<file path="src/dmem_pkg.sv">
/*
 * Shared types for the data-memory subsystem.
 * Holds the word, address and byte-enable types, the access size
 * and register select encodings, and the load/store FSM states.
 */
`default_nettype none

package dmem_pkg;

	// Data word as seen on the processor port and stored in memory
	typedef logic [31:0] word_t;

	// Byte address from the processor
	typedef logic [31:0] addr_t;

	// One write enable per byte lane, lane 0 is the lowest byte
	typedef logic [3:0] byte_en_t;

	// Width of a single access
	typedef enum logic [1:0] {
		SIZE_BYTE = 2'd0,
		SIZE_HALF = 2'd1,
		SIZE_WORD = 2'd2
	} acc_size_t;

	// Register select on the register port
	typedef logic [1:0] reg_sel_t;

	localparam reg_sel_t REG_PROTECT    = 2'd0;
	localparam reg_sel_t REG_FAULT_CNT  = 2'd1;
	localparam reg_sel_t REG_FAULT_ADDR = 2'd2;

	// Handshake states of the load/store unit
	typedef enum logic [1:0] {
		ST_IDLE      = 2'd0,
		ST_READ      = 2'd1,
		ST_ACK       = 2'd2,
		ST_WAIT_DROP = 2'd3
	} lsu_state_t;

endpackage

`default_nettype wire

</file>
<file path="src/dmem_regs.sv">
/*
 * Control and status registers beside the load/store unit.
 * Holds the write-protect boundary, counts refused accesses and keeps
 * the address of the last refused access, behind a four-phase port.
 */
`timescale 1ns/1ns
`default_nettype none

module dmem_regs import dmem_pkg::*; (
	input  wire      clk,
	input  wire      i_arst_n,
	input  wire      i_reg_req,
	input  wire      i_reg_we,
	input  reg_sel_t i_reg_sel,
	input  word_t    i_reg_wdata,
	input  wire      i_fault_pulse,
	input  addr_t    i_fault_addr,
	output logic     o_reg_ack,
	output word_t    o_reg_rdata,
	output addr_t    o_protect_top
);

	word_t fault_cnt;
	addr_t fault_addr;
	logic  acc_start;
	logic  wr_protect;
	logic  wr_fault_cnt;
	word_t rd_mux;

	// A register access takes effect on the edge that raises the ack
	assign acc_start    = i_reg_req && !o_reg_ack;
	assign wr_protect   = acc_start && i_reg_we && (i_reg_sel == REG_PROTECT);
	assign wr_fault_cnt = acc_start && i_reg_we && (i_reg_sel == REG_FAULT_CNT);

	// Four-phase ack
	always_ff @(posedge clk or negedge i_arst_n)
	begin
		if (!i_arst_n)
		begin
			o_reg_ack <= 1'b0;
		end
		else if (acc_start)
		begin
			o_reg_ack <= 1'b1;
		end
		else if (!i_reg_req)
		begin
			o_reg_ack <= 1'b0;
		end
	end

	// Protect boundary, stores below this byte address are refused
	always_ff @(posedge clk or negedge i_arst_n)
	begin
		if (!i_arst_n)
			o_protect_top <= '0;
		else if (wr_protect)
			o_protect_top <= i_reg_wdata;
	end

	// Fault counter and last fault address
	// A clear through the port wins over a pulse on the same edge
	always_ff @(posedge clk or negedge i_arst_n)
	begin
		if (!i_arst_n)
		begin
			fault_cnt  <= '0;
			fault_addr <= '0;
		end
		else
		begin
			if (wr_fault_cnt)
				fault_cnt <= '0;
			else if (i_fault_pulse)
				fault_cnt <= fault_cnt + 32'd1;
			if (i_fault_pulse)
				fault_addr <= i_fault_addr;
		end
	end

	// Read select, unused selects read as zero
	always_comb
	begin
		case (i_reg_sel)
			REG_PROTECT:    rd_mux = o_protect_top;
			REG_FAULT_CNT:  rd_mux = fault_cnt;
			REG_FAULT_ADDR: rd_mux = fault_addr;
			default:        rd_mux = '0;
		endcase
	end

	// Read data is captured with the ack and held while it stays high
	always_ff @(posedge clk)
	begin
		if (acc_start)
			o_reg_rdata <= rd_mux;
	end

	a_reg_ack_needs_req: assert property (
		@(posedge clk) disable iff (!i_arst_n) $rose(o_reg_ack) |-> $past(i_reg_req)
	) else $error("dmem_regs: o_reg_ack rose without a request");

endmodule

`default_nettype wire

</file>
<file path="config.mk">
export PLATFORM = sky130hd
export DESIGN_NAME = dmem_regs
export DESIGN_NICKNAME = d
export VERILOG_FILES = /design/src/dmem_pkg.sv /design/src/dmem_regs.sv
export SDC_FILE = /design/constraint.sdc
export NUM_CORES = 1
export LEC_CHECK = 0
export ABC_CLOCK_PERIOD_IN_PS = 2900
export BUFFER_PORTS_ARGS = -buffer_cell sky130_fd_sc_hd__buf_2
export CORE_MARGIN = 4
export CORE_UTILIZATION = 30
export CTS_BUF_LIST = sky130_fd_sc_hd__clkbuf_16
export CTS_CLUSTER_DIAMETER = 30
export CTS_CLUSTER_SIZE = 12
export DETAILED_ROUTE_END_ITERATION = 8
export HOLD_SLACK_MARGIN = 0.05
export PLACE_DENSITY = 0.62
export SETUP_SLACK_MARGIN = 0.5
export SLEW_MARGIN = 0
export SYNTH_ARGS = -nofsm -noshare
export SYNTH_HDL_FRONTEND = slang
export SYNTH_SLANG_ARGS = --single-unit
</file>
<file path="constraint.sdc">
create_clock -name clk -period 2.9 [get_ports clk]
set_input_delay 0.145 -clock clk [delete_from_list [all_inputs] [get_ports clk]]
set_output_delay 0.145 -clock clk [all_outputs]
set_load 0.02 [all_outputs]
</file>
==> key figures <==
Status
  – Status: complete, no violations

Global routing
  – Global-route wire length before repair: 24200 µm
  – Initial antenna violation count: 0
  – Total gr overflow: 0
  – Total GRT Usage: 14.4%
  – Vias in the first global route: 4615
  – Largest net degree at the start of global routing: 63

Power and ir drop
  – Switching power: 1.43 mW
  – Switch share: 26.5%
  – Power share of the combinational group: 15.3%
  – Pleak: 3.51 nW
  – Share of power burned in registers: 41.8%
  – Power density cells: 687 nW/µm²
  – Worst VDD drop: 0.399 mV
  – Clk pwr share: 42.9%
  – Internal Power: 3.98 mW

Die
  – Die Wd: 145 µm
  – Die Ht: 145 µm
  – Initial Util: 30.9%
  – Die area: 21000 µm²
  – Core Box Area: 18200 µm²
  – I/O pin count: 136
  – Site Rows: 49

Placement
  – # port buffers: 135
  – Placement Cell Area: 6560 µm²
  – DP HPWL: 9900 µm
  – Routability cong.: 0.764

Hold path
  – Hold Path Class: in -> reg

STA
  – Max-slew violation count: 0
  – Clock Skews: 0.00989 ns
  – Setup repair after global routing missed its margin: false
  – Setup TNS: 0 ns
  – Final-report hold violation count: 0
  – Post-route clock period utilization: 68.1%
  – WHS: 0.203 ns
  – Fin crit period: 1.97 ns
  – Final setup violation count: 0
  – Fmax: 0.506 GHz
  – Slew HR: 45.8%
  – Worst-margin pin slew: 0.813 ns

Drt
  – Iter 0 DRT Violations: 91
  – Routed Antenna Nets: 0
  – Vias per Instance: 4.64
  – Vias: 4138
  – DR WL/cell: 16.4 µm
  – DRC Markers: 0
  – Routed WL: 14600 µm
  – DRT Pass-1 Iters: 4

Finish
  – Nets: 721
  – Antenna diodes: 0
  – Fin area: 7870 µm²
  – Fillers: 1706
  – Share of layout cells above drive strength 1: 32.5%
  – Area growth syn-to-layout: 40.0%

Setup path
  – Crit-path max FO: 5
  – WP buf/inv: 0
  – CP cell instances: nand4_1 -> nor4_1 -> nand4_1 -> xnor2_1 -> and2_1
  – Critical Path RT: 3.20 ns
  – Largest stage delay, worst path: 0.67 ns
  – Slowest cell on crit path: nor4_1
  – Setup CP Type: reg -> reg
  – CP endpoint kind: flop
  – Data arrival, critical path: 2.28 ns
  – CP top delay family: simple AND/OR/NAND/NOR gates
  – Most used cell, CP: nand4_1
  – Worst Setup Start Kind: flop

Synth
  – Post-synth top area share: 43.2%
  – Area leader, netlist: dfrtp_1
  – Synthesized flop and latch total: 129
  – Mapped cell area: 5620 µm²
  – Avg Cell Area, Syn: 12.6 µm²
  – Syn Nets: 518
  – Synth top area cells: dfrtp_1, edfxtp_1, mux2_2
  – Yosys warning total: 0
  – Synth cell types: 32
  – Seq/Total Area, Yosys: 60.2%
  – Synth Instances: 446

Clocking
  – Clock Path Buffers: 2
  – H-Tree Depth: 4
  – Post-CTS setup buffer count: 0
  – CTS tree: yes
  – Clock transition at path regs: 0.06 ns
  – CTS Sinks: 129
  – CTS buffer count: 17
  – Later-pin clock latency in the skew report: 0.41 ns
  – Root buffer cell: clkbuf_16

Flow run
  – Total of max-cap violations: 0
==> registers in the layout, summed over array words and instances (netlist names) <==
| signal | cells |
|---|---|
| o_reg_ack | 1 |
| fault_addr | 32 |
| o_protect_top | 32 |
| fault_cnt | 32 |
| o_reg_rdata | 32 |
==> routing by layer <==
metal,routed length [µm],track usage (%),part of all wire [%],vias up
li1,-,-,-,1981
met1,6420,17.7,44,2046
met2,7360,24.7,50,100
met3,695,4.40,4.8,11
met4,143,3.99,0.98,0
met5,0,0,0,-
==> Yosys cell counts (all sizes together) <==
| cell type | number |
|---|---|
| nor3 | 7 |
| or2 | 1 |
| a21oi | 2 |
| buf | 6 |
| and4 | 2 |
| or4 | 1 |
| clkbuf | 20 |
| ha | 1 |
| nor4 | 5 |
| nor2b | 3 |
| nand3 | 7 |
| o31ai | 1 |
| dfrtp | 97 |
| nor2 | 28 |
| edfxtp | 32 |
| and2 | 6 |
| or3 | 3 |
| mux2i | 33 |
| mux2 | 64 |
| and3b | 1 |
| xnor2 | 17 |
| nand2 | 43 |
| xor2 | 12 |
| nand4 | 12 |
| inv | 5 |
| and3 | 4 |
| o21ai | 33 |
==> through the flow <==
step                      instances  setup slack [ns]  power (mW)  utilization (%)
after CTS                       891             0.936        5.49             43.2
after global placement          793              1.02        3.03             36.0
after detailed placement        793             0.960        3.07             36.0
after global routing            891             0.782        5.67             43.2
after floorplan                 446             0.651        2.74                -
final                           891             0.925        5.41             43.2
==> final cells by class <==
cell class / count / area [µm²] / area share, %
flip-flops and latches: 129 / 3390 / 43.0
repair buffers: 210 / 1410 / 17.9
clock buffers: 18 / 450 / 5.72
well taps: 229 / 287 / 3.64
inverters: 5 / 18.8 / 0.238
clock inverters: 14 / 203 / 2.58
multi-input cells: 286 / 2120 / 26.9
==> worst register-to-register path, cell delays in order (launching register included) <==
cell     delay [ns]
dfrtp_1        0.43
nand4_1        0.23
nor4_1         0.67
nand4_1        0.21
xnor2_1        0.16
and2_1         0.16
==> power groups by stage <==
stage | registers (mW) | logic (mW) | clock network [mW]
after floorplan | 2.43 | 0.310 | 0
after global placement | 2.27 | 0.753 | 0
after detailed placement | 2.29 | 0.773 | 0
after CTS | 2.26 | 0.843 | 2.39
after global routing | 2.30 | 0.910 | 2.47
final | 2.26 | 0.827 | 2.32
==> repair_timing <==
action,4_1_cts,5_1_grt
hold buffers,66,0
resized for setup,0,0
endpoints found under the hold margin,125,0
==> placed cells by master (no fill, tap or decap), types with 5 or more instances in the layout <==
master / instances
edfxtp_1: 32
mux2_1: 30
nor2_1: 27
mux2i_1: 33
nor4_1: 5
inv_1: 5
nand4_1: 11
xor2_1: 12
nand3_1: 7
mux2_2: 34
xnor2_1: 17
nor3_1: 7
dfrtp_1: 97
buf_4: 10
buf_2: 134
clkinv_4: 6
and2_1: 6
clkbuf_16: 18
nand2_1: 43
dlygate4sd3_1: 66
o21ai_0: 33
==> kinds of logic (layout without fill, tap and decap cells) <==
logic type / Yosys count / count (layout) / synth area share, %
xor gates and xnor gates: 29 / 29 / 4.52
buffers and inverters: 31 / 247 / 2.40
adders and majority gates: 1 / 1 / 0.222
DFF: 129 / 129 / 60.2
and+or+nand+nor: 123 / 123 / 10.7
muxes: 97 / 97 / 18.7
AOI/OAI and AO/OA: 36 / 36 / 3.25
==> final timing paths <==
path	from	endpoint	slack (ns)	depth (start not counted)
setup / recovery	fault_cnt[18]	fault_cnt[27]	0.93	5
hold / removal	i_fault_pulse	fault_cnt[3]	0.20	4
setup reg to reg	fault_cnt[18]	fault_cnt[27]	0.93	5
hold reg to reg	fault_addr[29]	fault_addr[29]	0.51	1
max in group asynchronous	i_arst_n	o_protect_top[30]	1.75	3
min in group asynchronous	i_arst_n	o_protect_top[1]	0.35	2
Power figures use the tool's default switching activity.
