$ cat src/dmem_pkg.sv
/*
 * Shared types for the data-memory subsystem.
 * Holds the word, address and byte-enable types, the access size
 * and register select encodings, and the load/store FSM states.
 */
`default_nettype none

package dmem_pkg;

	// Data word as seen on the processor port and stored in memory
	typedef logic [31:0] word_t;

	// Byte address from the processor
	typedef logic [31:0] addr_t;

	// One write enable per byte lane, lane 0 is the lowest byte
	typedef logic [3:0] byte_en_t;

	// Width of a single access
	typedef enum logic [1:0] {
		SIZE_BYTE = 2'd0,
		SIZE_HALF = 2'd1,
		SIZE_WORD = 2'd2
	} acc_size_t;

	// Register select on the register port
	typedef logic [1:0] reg_sel_t;

	localparam reg_sel_t REG_PROTECT    = 2'd0;
	localparam reg_sel_t REG_FAULT_CNT  = 2'd1;
	localparam reg_sel_t REG_FAULT_ADDR = 2'd2;

	// Handshake states of the load/store unit
	typedef enum logic [1:0] {
		ST_IDLE      = 2'd0,
		ST_READ      = 2'd1,
		ST_ACK       = 2'd2,
		ST_WAIT_DROP = 2'd3
	} lsu_state_t;

endpackage

`default_nettype wire

$ cat src/lsu.sv
/*
 * Load/store unit.
 * Serves one four-phase request at a time from the processor port.
 * Checks alignment, range and write protection, places store bytes on
 * their lanes and extends load data to a full word.
 * Timing: request seen at edge N, memory written and read at N+1,
 * o_ack high after N+2 and held until the request drops.
 */
`timescale 1ns/1ns
`default_nettype none

module lsu import dmem_pkg::*; #(
	parameter int MEM_WORDS = 256
) (
	input  wire                         clk,
	input  wire                         i_arst_n,
	input  wire                         i_req,
	input  wire                         i_we,
	input  acc_size_t                   i_size,
	input  wire                         i_unsigned,
	input  addr_t                       i_addr,
	input  word_t                       i_wdata,
	input  word_t                       i_mem_rdata,
	input  addr_t                       i_protect_top,
	output logic                        o_ack,
	output logic                        o_fault,
	output word_t                       o_rdata,
	output byte_en_t                    o_mem_we,
	output logic [$clog2(MEM_WORDS)-1:0] o_mem_addr,
	output word_t                       o_mem_wdata,
	output logic                        o_fault_pulse,
	output addr_t                       o_fault_addr
);

	localparam int IDX_W = $clog2(MEM_WORDS);
	localparam logic [32:0] MEM_BYTES = 33'(MEM_WORDS) * 33'd4;

	lsu_state_t state;

	logic [2:0]  acc_bytes;
	logic [32:0] acc_end;
	logic        misaligned;
	logic        out_of_range;
	logic        protected_wr;
	logic        fault;
	byte_en_t    lane_en;
	word_t       lane_data;
	word_t       shifted;
	word_t       load_data;

	// Number of bytes touched by the access
	always_comb
	begin
		case (i_size)
			SIZE_BYTE: acc_bytes = 3'd1;
			SIZE_HALF: acc_bytes = 3'd2;
			default:   acc_bytes = 3'd4;
		endcase
	end

	// The checks work on the held request inputs, so they stay valid
	// from the sampling edge until the ack is raised
	assign acc_end      = {1'b0, i_addr} + 33'(acc_bytes);
	assign out_of_range = acc_end > MEM_BYTES;
	assign protected_wr = i_we && (i_addr < i_protect_top);

	always_comb
	begin
		case (i_size)
			SIZE_BYTE: misaligned = 1'b0;
			SIZE_HALF: misaligned = i_addr[0];
			default:   misaligned = |i_addr[1:0];
		endcase
	end

	assign fault = misaligned || out_of_range || protected_wr;

	// Store lane placement
	// Narrow data is replicated across the word and the enables pick the lanes
	always_comb
	begin
		case (i_size)
			SIZE_BYTE:
			begin
				lane_data = {4{i_wdata[7:0]}};
				lane_en   = byte_en_t'(4'b0001 << i_addr[1:0]);
			end
			SIZE_HALF:
			begin
				lane_data = {2{i_wdata[15:0]}};
				lane_en   = i_addr[1] ? 4'b1100 : 4'b0011;
			end
			default:
			begin
				lane_data = i_wdata;
				lane_en   = 4'b1111;
			end
		endcase
	end

	// The write is issued only in ST_READ, so it lands on edge N+1
	assign o_mem_we    = (state == ST_READ && i_we && !fault) ? lane_en : '0;
	assign o_mem_wdata = lane_data;
	assign o_mem_addr  = i_addr[IDX_W+1:2];

	// Load extraction: move the addressed lane down to bit 0, then extend
	assign shifted = i_mem_rdata >> {i_addr[1:0], 3'b000};

	always_comb
	begin
		case (i_size)
			SIZE_BYTE: load_data = {{24{~i_unsigned & shifted[7]}}, shifted[7:0]};
			SIZE_HALF: load_data = {{16{~i_unsigned & shifted[15]}}, shifted[15:0]};
			default:   load_data = shifted;
		endcase
	end

	// Handshake FSM with the ack, fault flag and fault pulse
	always_ff @(posedge clk or negedge i_arst_n)
	begin
		if (!i_arst_n)
		begin
			state         <= ST_IDLE;
			o_ack         <= 1'b0;
			o_fault       <= 1'b0;
			o_fault_pulse <= 1'b0;
		end
		else
		begin
			o_fault_pulse <= 1'b0;
			case (state)
				ST_IDLE:
				begin
					if (i_req)
						state <= ST_READ;
				end
				ST_READ:
				begin
					// Fault reported to the register block exactly once per access
					o_fault_pulse <= fault;
					state         <= ST_ACK;
				end
				ST_ACK:
				begin
					o_ack   <= 1'b1;
					o_fault <= fault;
					state   <= ST_WAIT_DROP;
				end
				default:
				begin
					// Back-pressure, everything holds until the request drops
					if (!i_req)
					begin
						o_ack   <= 1'b0;
						o_fault <= 1'b0;
						state   <= ST_IDLE;
					end
				end
			endcase
		end
	end

	// Response data and fault address
	always_ff @(posedge clk)
	begin
		if (state == ST_ACK)
			o_rdata <= fault ? '0 : load_data;
		if (state == ST_READ)
			o_fault_addr <= i_addr;
	end

	a_ack_needs_req: assert property (
		@(posedge clk) disable iff (!i_arst_n) $rose(o_ack) |-> $past(i_req)
	) else $error("lsu: o_ack rose without a request");

	// The fault flag shows up two edges after the ST_READ cycle of the same
	// access, and that cycle must not have written any lane
	a_no_write_on_fault: assert property (
		@(posedge clk) disable iff (!i_arst_n) $rose(o_fault) |-> ($past(o_mem_we, 2) == '0)
	) else $error("lsu: memory write while a fault is reported");

endmodule

`default_nettype wire
$ cat config.mk
export PLATFORM = sky130hd
export DESIGN_NAME = lsu
export DESIGN_NICKNAME = d
export VERILOG_FILES = /design/src/dmem_pkg.sv /design/src/lsu.sv
export SDC_FILE = /design/constraint.sdc
export NUM_CORES = 1
export LEC_CHECK = 0
export BUFFER_PORTS_ARGS = -buffer_cell sky130_fd_sc_hd__buf_4
export CORE_MARGIN = 8
export CORE_UTILIZATION = 43
export DETAILED_ROUTE_END_ITERATION = 12
export PLACE_DENSITY_LB_ADDON = 0.1
export SLEW_MARGIN = 30
export SYNTH_ARGS = -nofsm -noshare
export SYNTH_HDL_FRONTEND = slang
export SYNTH_SLANG_ARGS = --single-unit
$ cat constraint.sdc
create_clock -name clk -period 6.51 [get_ports clk]
set_input_delay 1.302 -clock clk [delete_from_list [all_inputs] [get_ports clk]]
set_output_delay 1.302 -clock clk [all_outputs]
set_load 0.05 [all_outputs]
==> results.md <==
- Final min period: 6210 ps
- Routed wire length: 17600 um
- Post-route ant nets: 0
- Largest net degree at the start of global routing: 39
- Power Density: 299 nW/um2
- Worst hold start: o_ack
- Post-Syn Area: 5360 um2
- Vias in the first global route: 5233
- Hold path endpoint: o_ack
- Fin nets: 956
- Sequential-to-total area share from yosys stat: 0.382
- Hold depth: 2
- Fin util: 0.633
- Slew HR: 0.422
- Crit path capture type: output pin
- Layout cells sized above 1: 0.432
- Unrepaired setup endpoints after global routing: no
- DRT iter0 DRCs: 428
- Slew of the pin with the lowest slew margin: 861 ps
- # DRC: 0
- CTS Buf Count: 9
- Hpwl dp: 14000 um
- Internal power: 1290 uW
- Rows: 40
- Top cell type's share of synthesized area: 0.359
- Synth Net Count: 726
- Critical Path RT: 5210 ps
- Leakage: 0.00339 uW
- Post-synth EDFFs: 64
- Clock buffer depth: 2
- Final worst-path cycle share: 0.953
- Switching share of power: 0.435
- Switching pwr: 998 uW
- Syn avg cell area: 9.66 um2
- Largest area contributor in the netlist: edfxtp_1
- N_diodes: 0
- I/O Pins: 246
- Clock transition at the registers of the reported paths: 50 ps
- Gate power share: 0.468
- Final hold viol count: 0
- TNS Setup: 0 ps
- Area added between synthesis and finish: 43.1%
- Highest clock rate: 161 MHz
- Worst vdd ir: 153 uV
- Cell count after synthesis: 555
- Vias: 5114
- Clock Skews: 5.83 ps
- Number of synthesized register bits: 69
- Status: complete, no violations
- Clock Power Share: 0.230
- Setup crit start kind: primary input
- First-pass GRT wire length: 27600 um
- Prevailing post-synth register cell: edfxtp_1
- Starting density of the core: 0.443
- R2R Setup Slk: 4730 ps
- Synth warnings: 0
- Total power: 2290 uW
- DIE HEIGHT: 128 um
- Input/output buffers: 245
- TritonCTS clock tree: built
- Chip width: 128 um
- Vias per std cell: 5.34
- Clk root buf: clkbuf_16
- Max_cap viols: 0
- Die area: 16300 um2
- Crit-path max FO: 7
- Worst-Skew Late Latency: 340 ps
- RR Endpoint: state[1]
- H-tree depth: 3
- Overall routing resource usage: 0.212
- Cells after DPL: 941
- Largest cells by area after synthesis: edfxtp_1, ha_1, nor3_2
- Max Transition Viols Final: 0
- Initial antenna violation count: 0
- CP Class: primary input to output pin
- Most frequent cells in the layout: buf_4, edfxtp_1, nand2_1
- Placer's final routability congestion estimate: 0.856
- Min-Delay Path Class: register to register
- Netlist cell types: 56
- Core footprint: 12100 um2
- Worst EP arrival: 4900 ps
- Reg2reg start: state[1]
- Sequential power share: 0.301
- Count of final setup violators: 0
- Post-synth ARST share: 0.0725
- WL/cell: 18.4 um
- Hold slack final: 508 ps
- TritonRoute pass-1 iters: 5
- R2R cell count: 5
- # fillers: 1061
- GR Overflow Total: 0
- Commonest non-fill, non-tap cell in the layout: buf_4
- Cell Count, Final, Fillers Out: 958
- Num Clock Sinks: 69
[final cells by class]
cell class                      count  area (um2)  share of cell area
Clock buffer                        9         225              0.0294
Tap cell                          168         210              0.0274
Multi-Input combinational cell    402        2990               0.389
Timing Repair Buffer              260        1950               0.254
Clock inverter                      7        90.1              0.0117
Inverter                           43         163              0.0212
Sequential cell                    69        2050               0.267
[timing repair]
action,CTS,global route
resized for setup,0,1
endpoints found under the setup margin,0,4
hold endpoints to repair,0,0
buffers inserted,0,1
hold buffers,0,0
[kinds of logic (layout without fill, tap and decap cells)]
| family | count (synthesis) | after routing | synth area share |
|---|---|---|---|
| xor gates and xnor gates | 11 | 11 | 0.0180 |
| buffers and inverters | 84 | 319 | 0.0777 |
| AOI/OAI and AO/OA | 120 | 120 | 0.139 |
| DFF | 69 | 69 | 0.382 |
| muxes | 42 | 42 | 0.0824 |
| and+or+nand+nor | 193 | 193 | 0.217 |
| adders and majority gates | 36 | 36 | 0.0840 |
[cells in the mapped netlist, types with 7 or more instances]
| library cell | number |
|---|---|
| clkbuf_1 | 15 |
| mux2i_1 | 25 |
| nor2_1 | 21 |
| mux2_2 | 17 |
| edfxtp_1 | 64 |
| nand3_1 | 15 |
| ha_1 | 36 |
| o21ai_0 | 27 |
| nand2_1 | 61 |
| and3_1 | 7 |
| nor3_1 | 11 |
| a21oi_1 | 54 |
| xnor2_1 | 8 |
| inv_1 | 42 |
| buf_4 | 16 |
| nand4_1 | 15 |
| nor3_2 | 30 |
[how the worst max path moves through the flow]
stage	from	end	slack, ps	depth (start not counted)
global route	i_size[1]	o_mem_we[1]	70	14
CTS	i_size[0]	o_mem_we[1]	90	14
floorplan	i_size[1]	o_mem_we[1]	5	15
global placement	i_size[0]	o_mem_we[1]	210	14
finish	i_size[0]	o_mem_we[1]	300	14
detailed placement	i_size[0]	o_mem_we[1]	120	14
[sequential cells by signal, summed over array words and instances (netlist names)]
name and flops:
o_ack 1, o_fault 1, o_fault_addr 32, o_fault_pulse 1, o_rdata 32, state 2
[per-layer routing]
metal	vias to the layer above	track usage	share of wire
met4	0	0.0671	0.015
met3	16	0.0524	0.070
met2	188	0.379	0.52
li1	2493	-	-
met5	-	0	0
met1	2417	0.242	0.39
[power by group through the flow]
stage               registers, uW  logic [uW]  clock network [uW]
floorplan                    1080         327                   0
global placement              695        1060                   0
detailed placement            698        1070                   0
CTS                           691        1080                 535
global route                  702        1130                 550
finish                        690        1070                 528
[metrics by stage]
stage | setup slack, ps | cell area [um2]
after global placement | 207 | 7330
after CTS | 90.5 | 7650
after floorplan | 4.86 | 5420
after global routing | 69.7 | 7670
final | 304 | 7670
after detailed placement | 117 | 7330
[worst max-delay path, cell delays in order]
cell and delay [ps]:
buf_4 90, or2_1 130, clkinv_2 70, ha_1 220, ha_1 280, a211oi_4 340
nor2_2 120, and2_1 210, a311o_1 290, a2111oi_2 280, or4b_1 490, or3_4 470
a2111oi_4 340, buf_4 250
No activity file was read; power rests on OpenSTA's default activity.
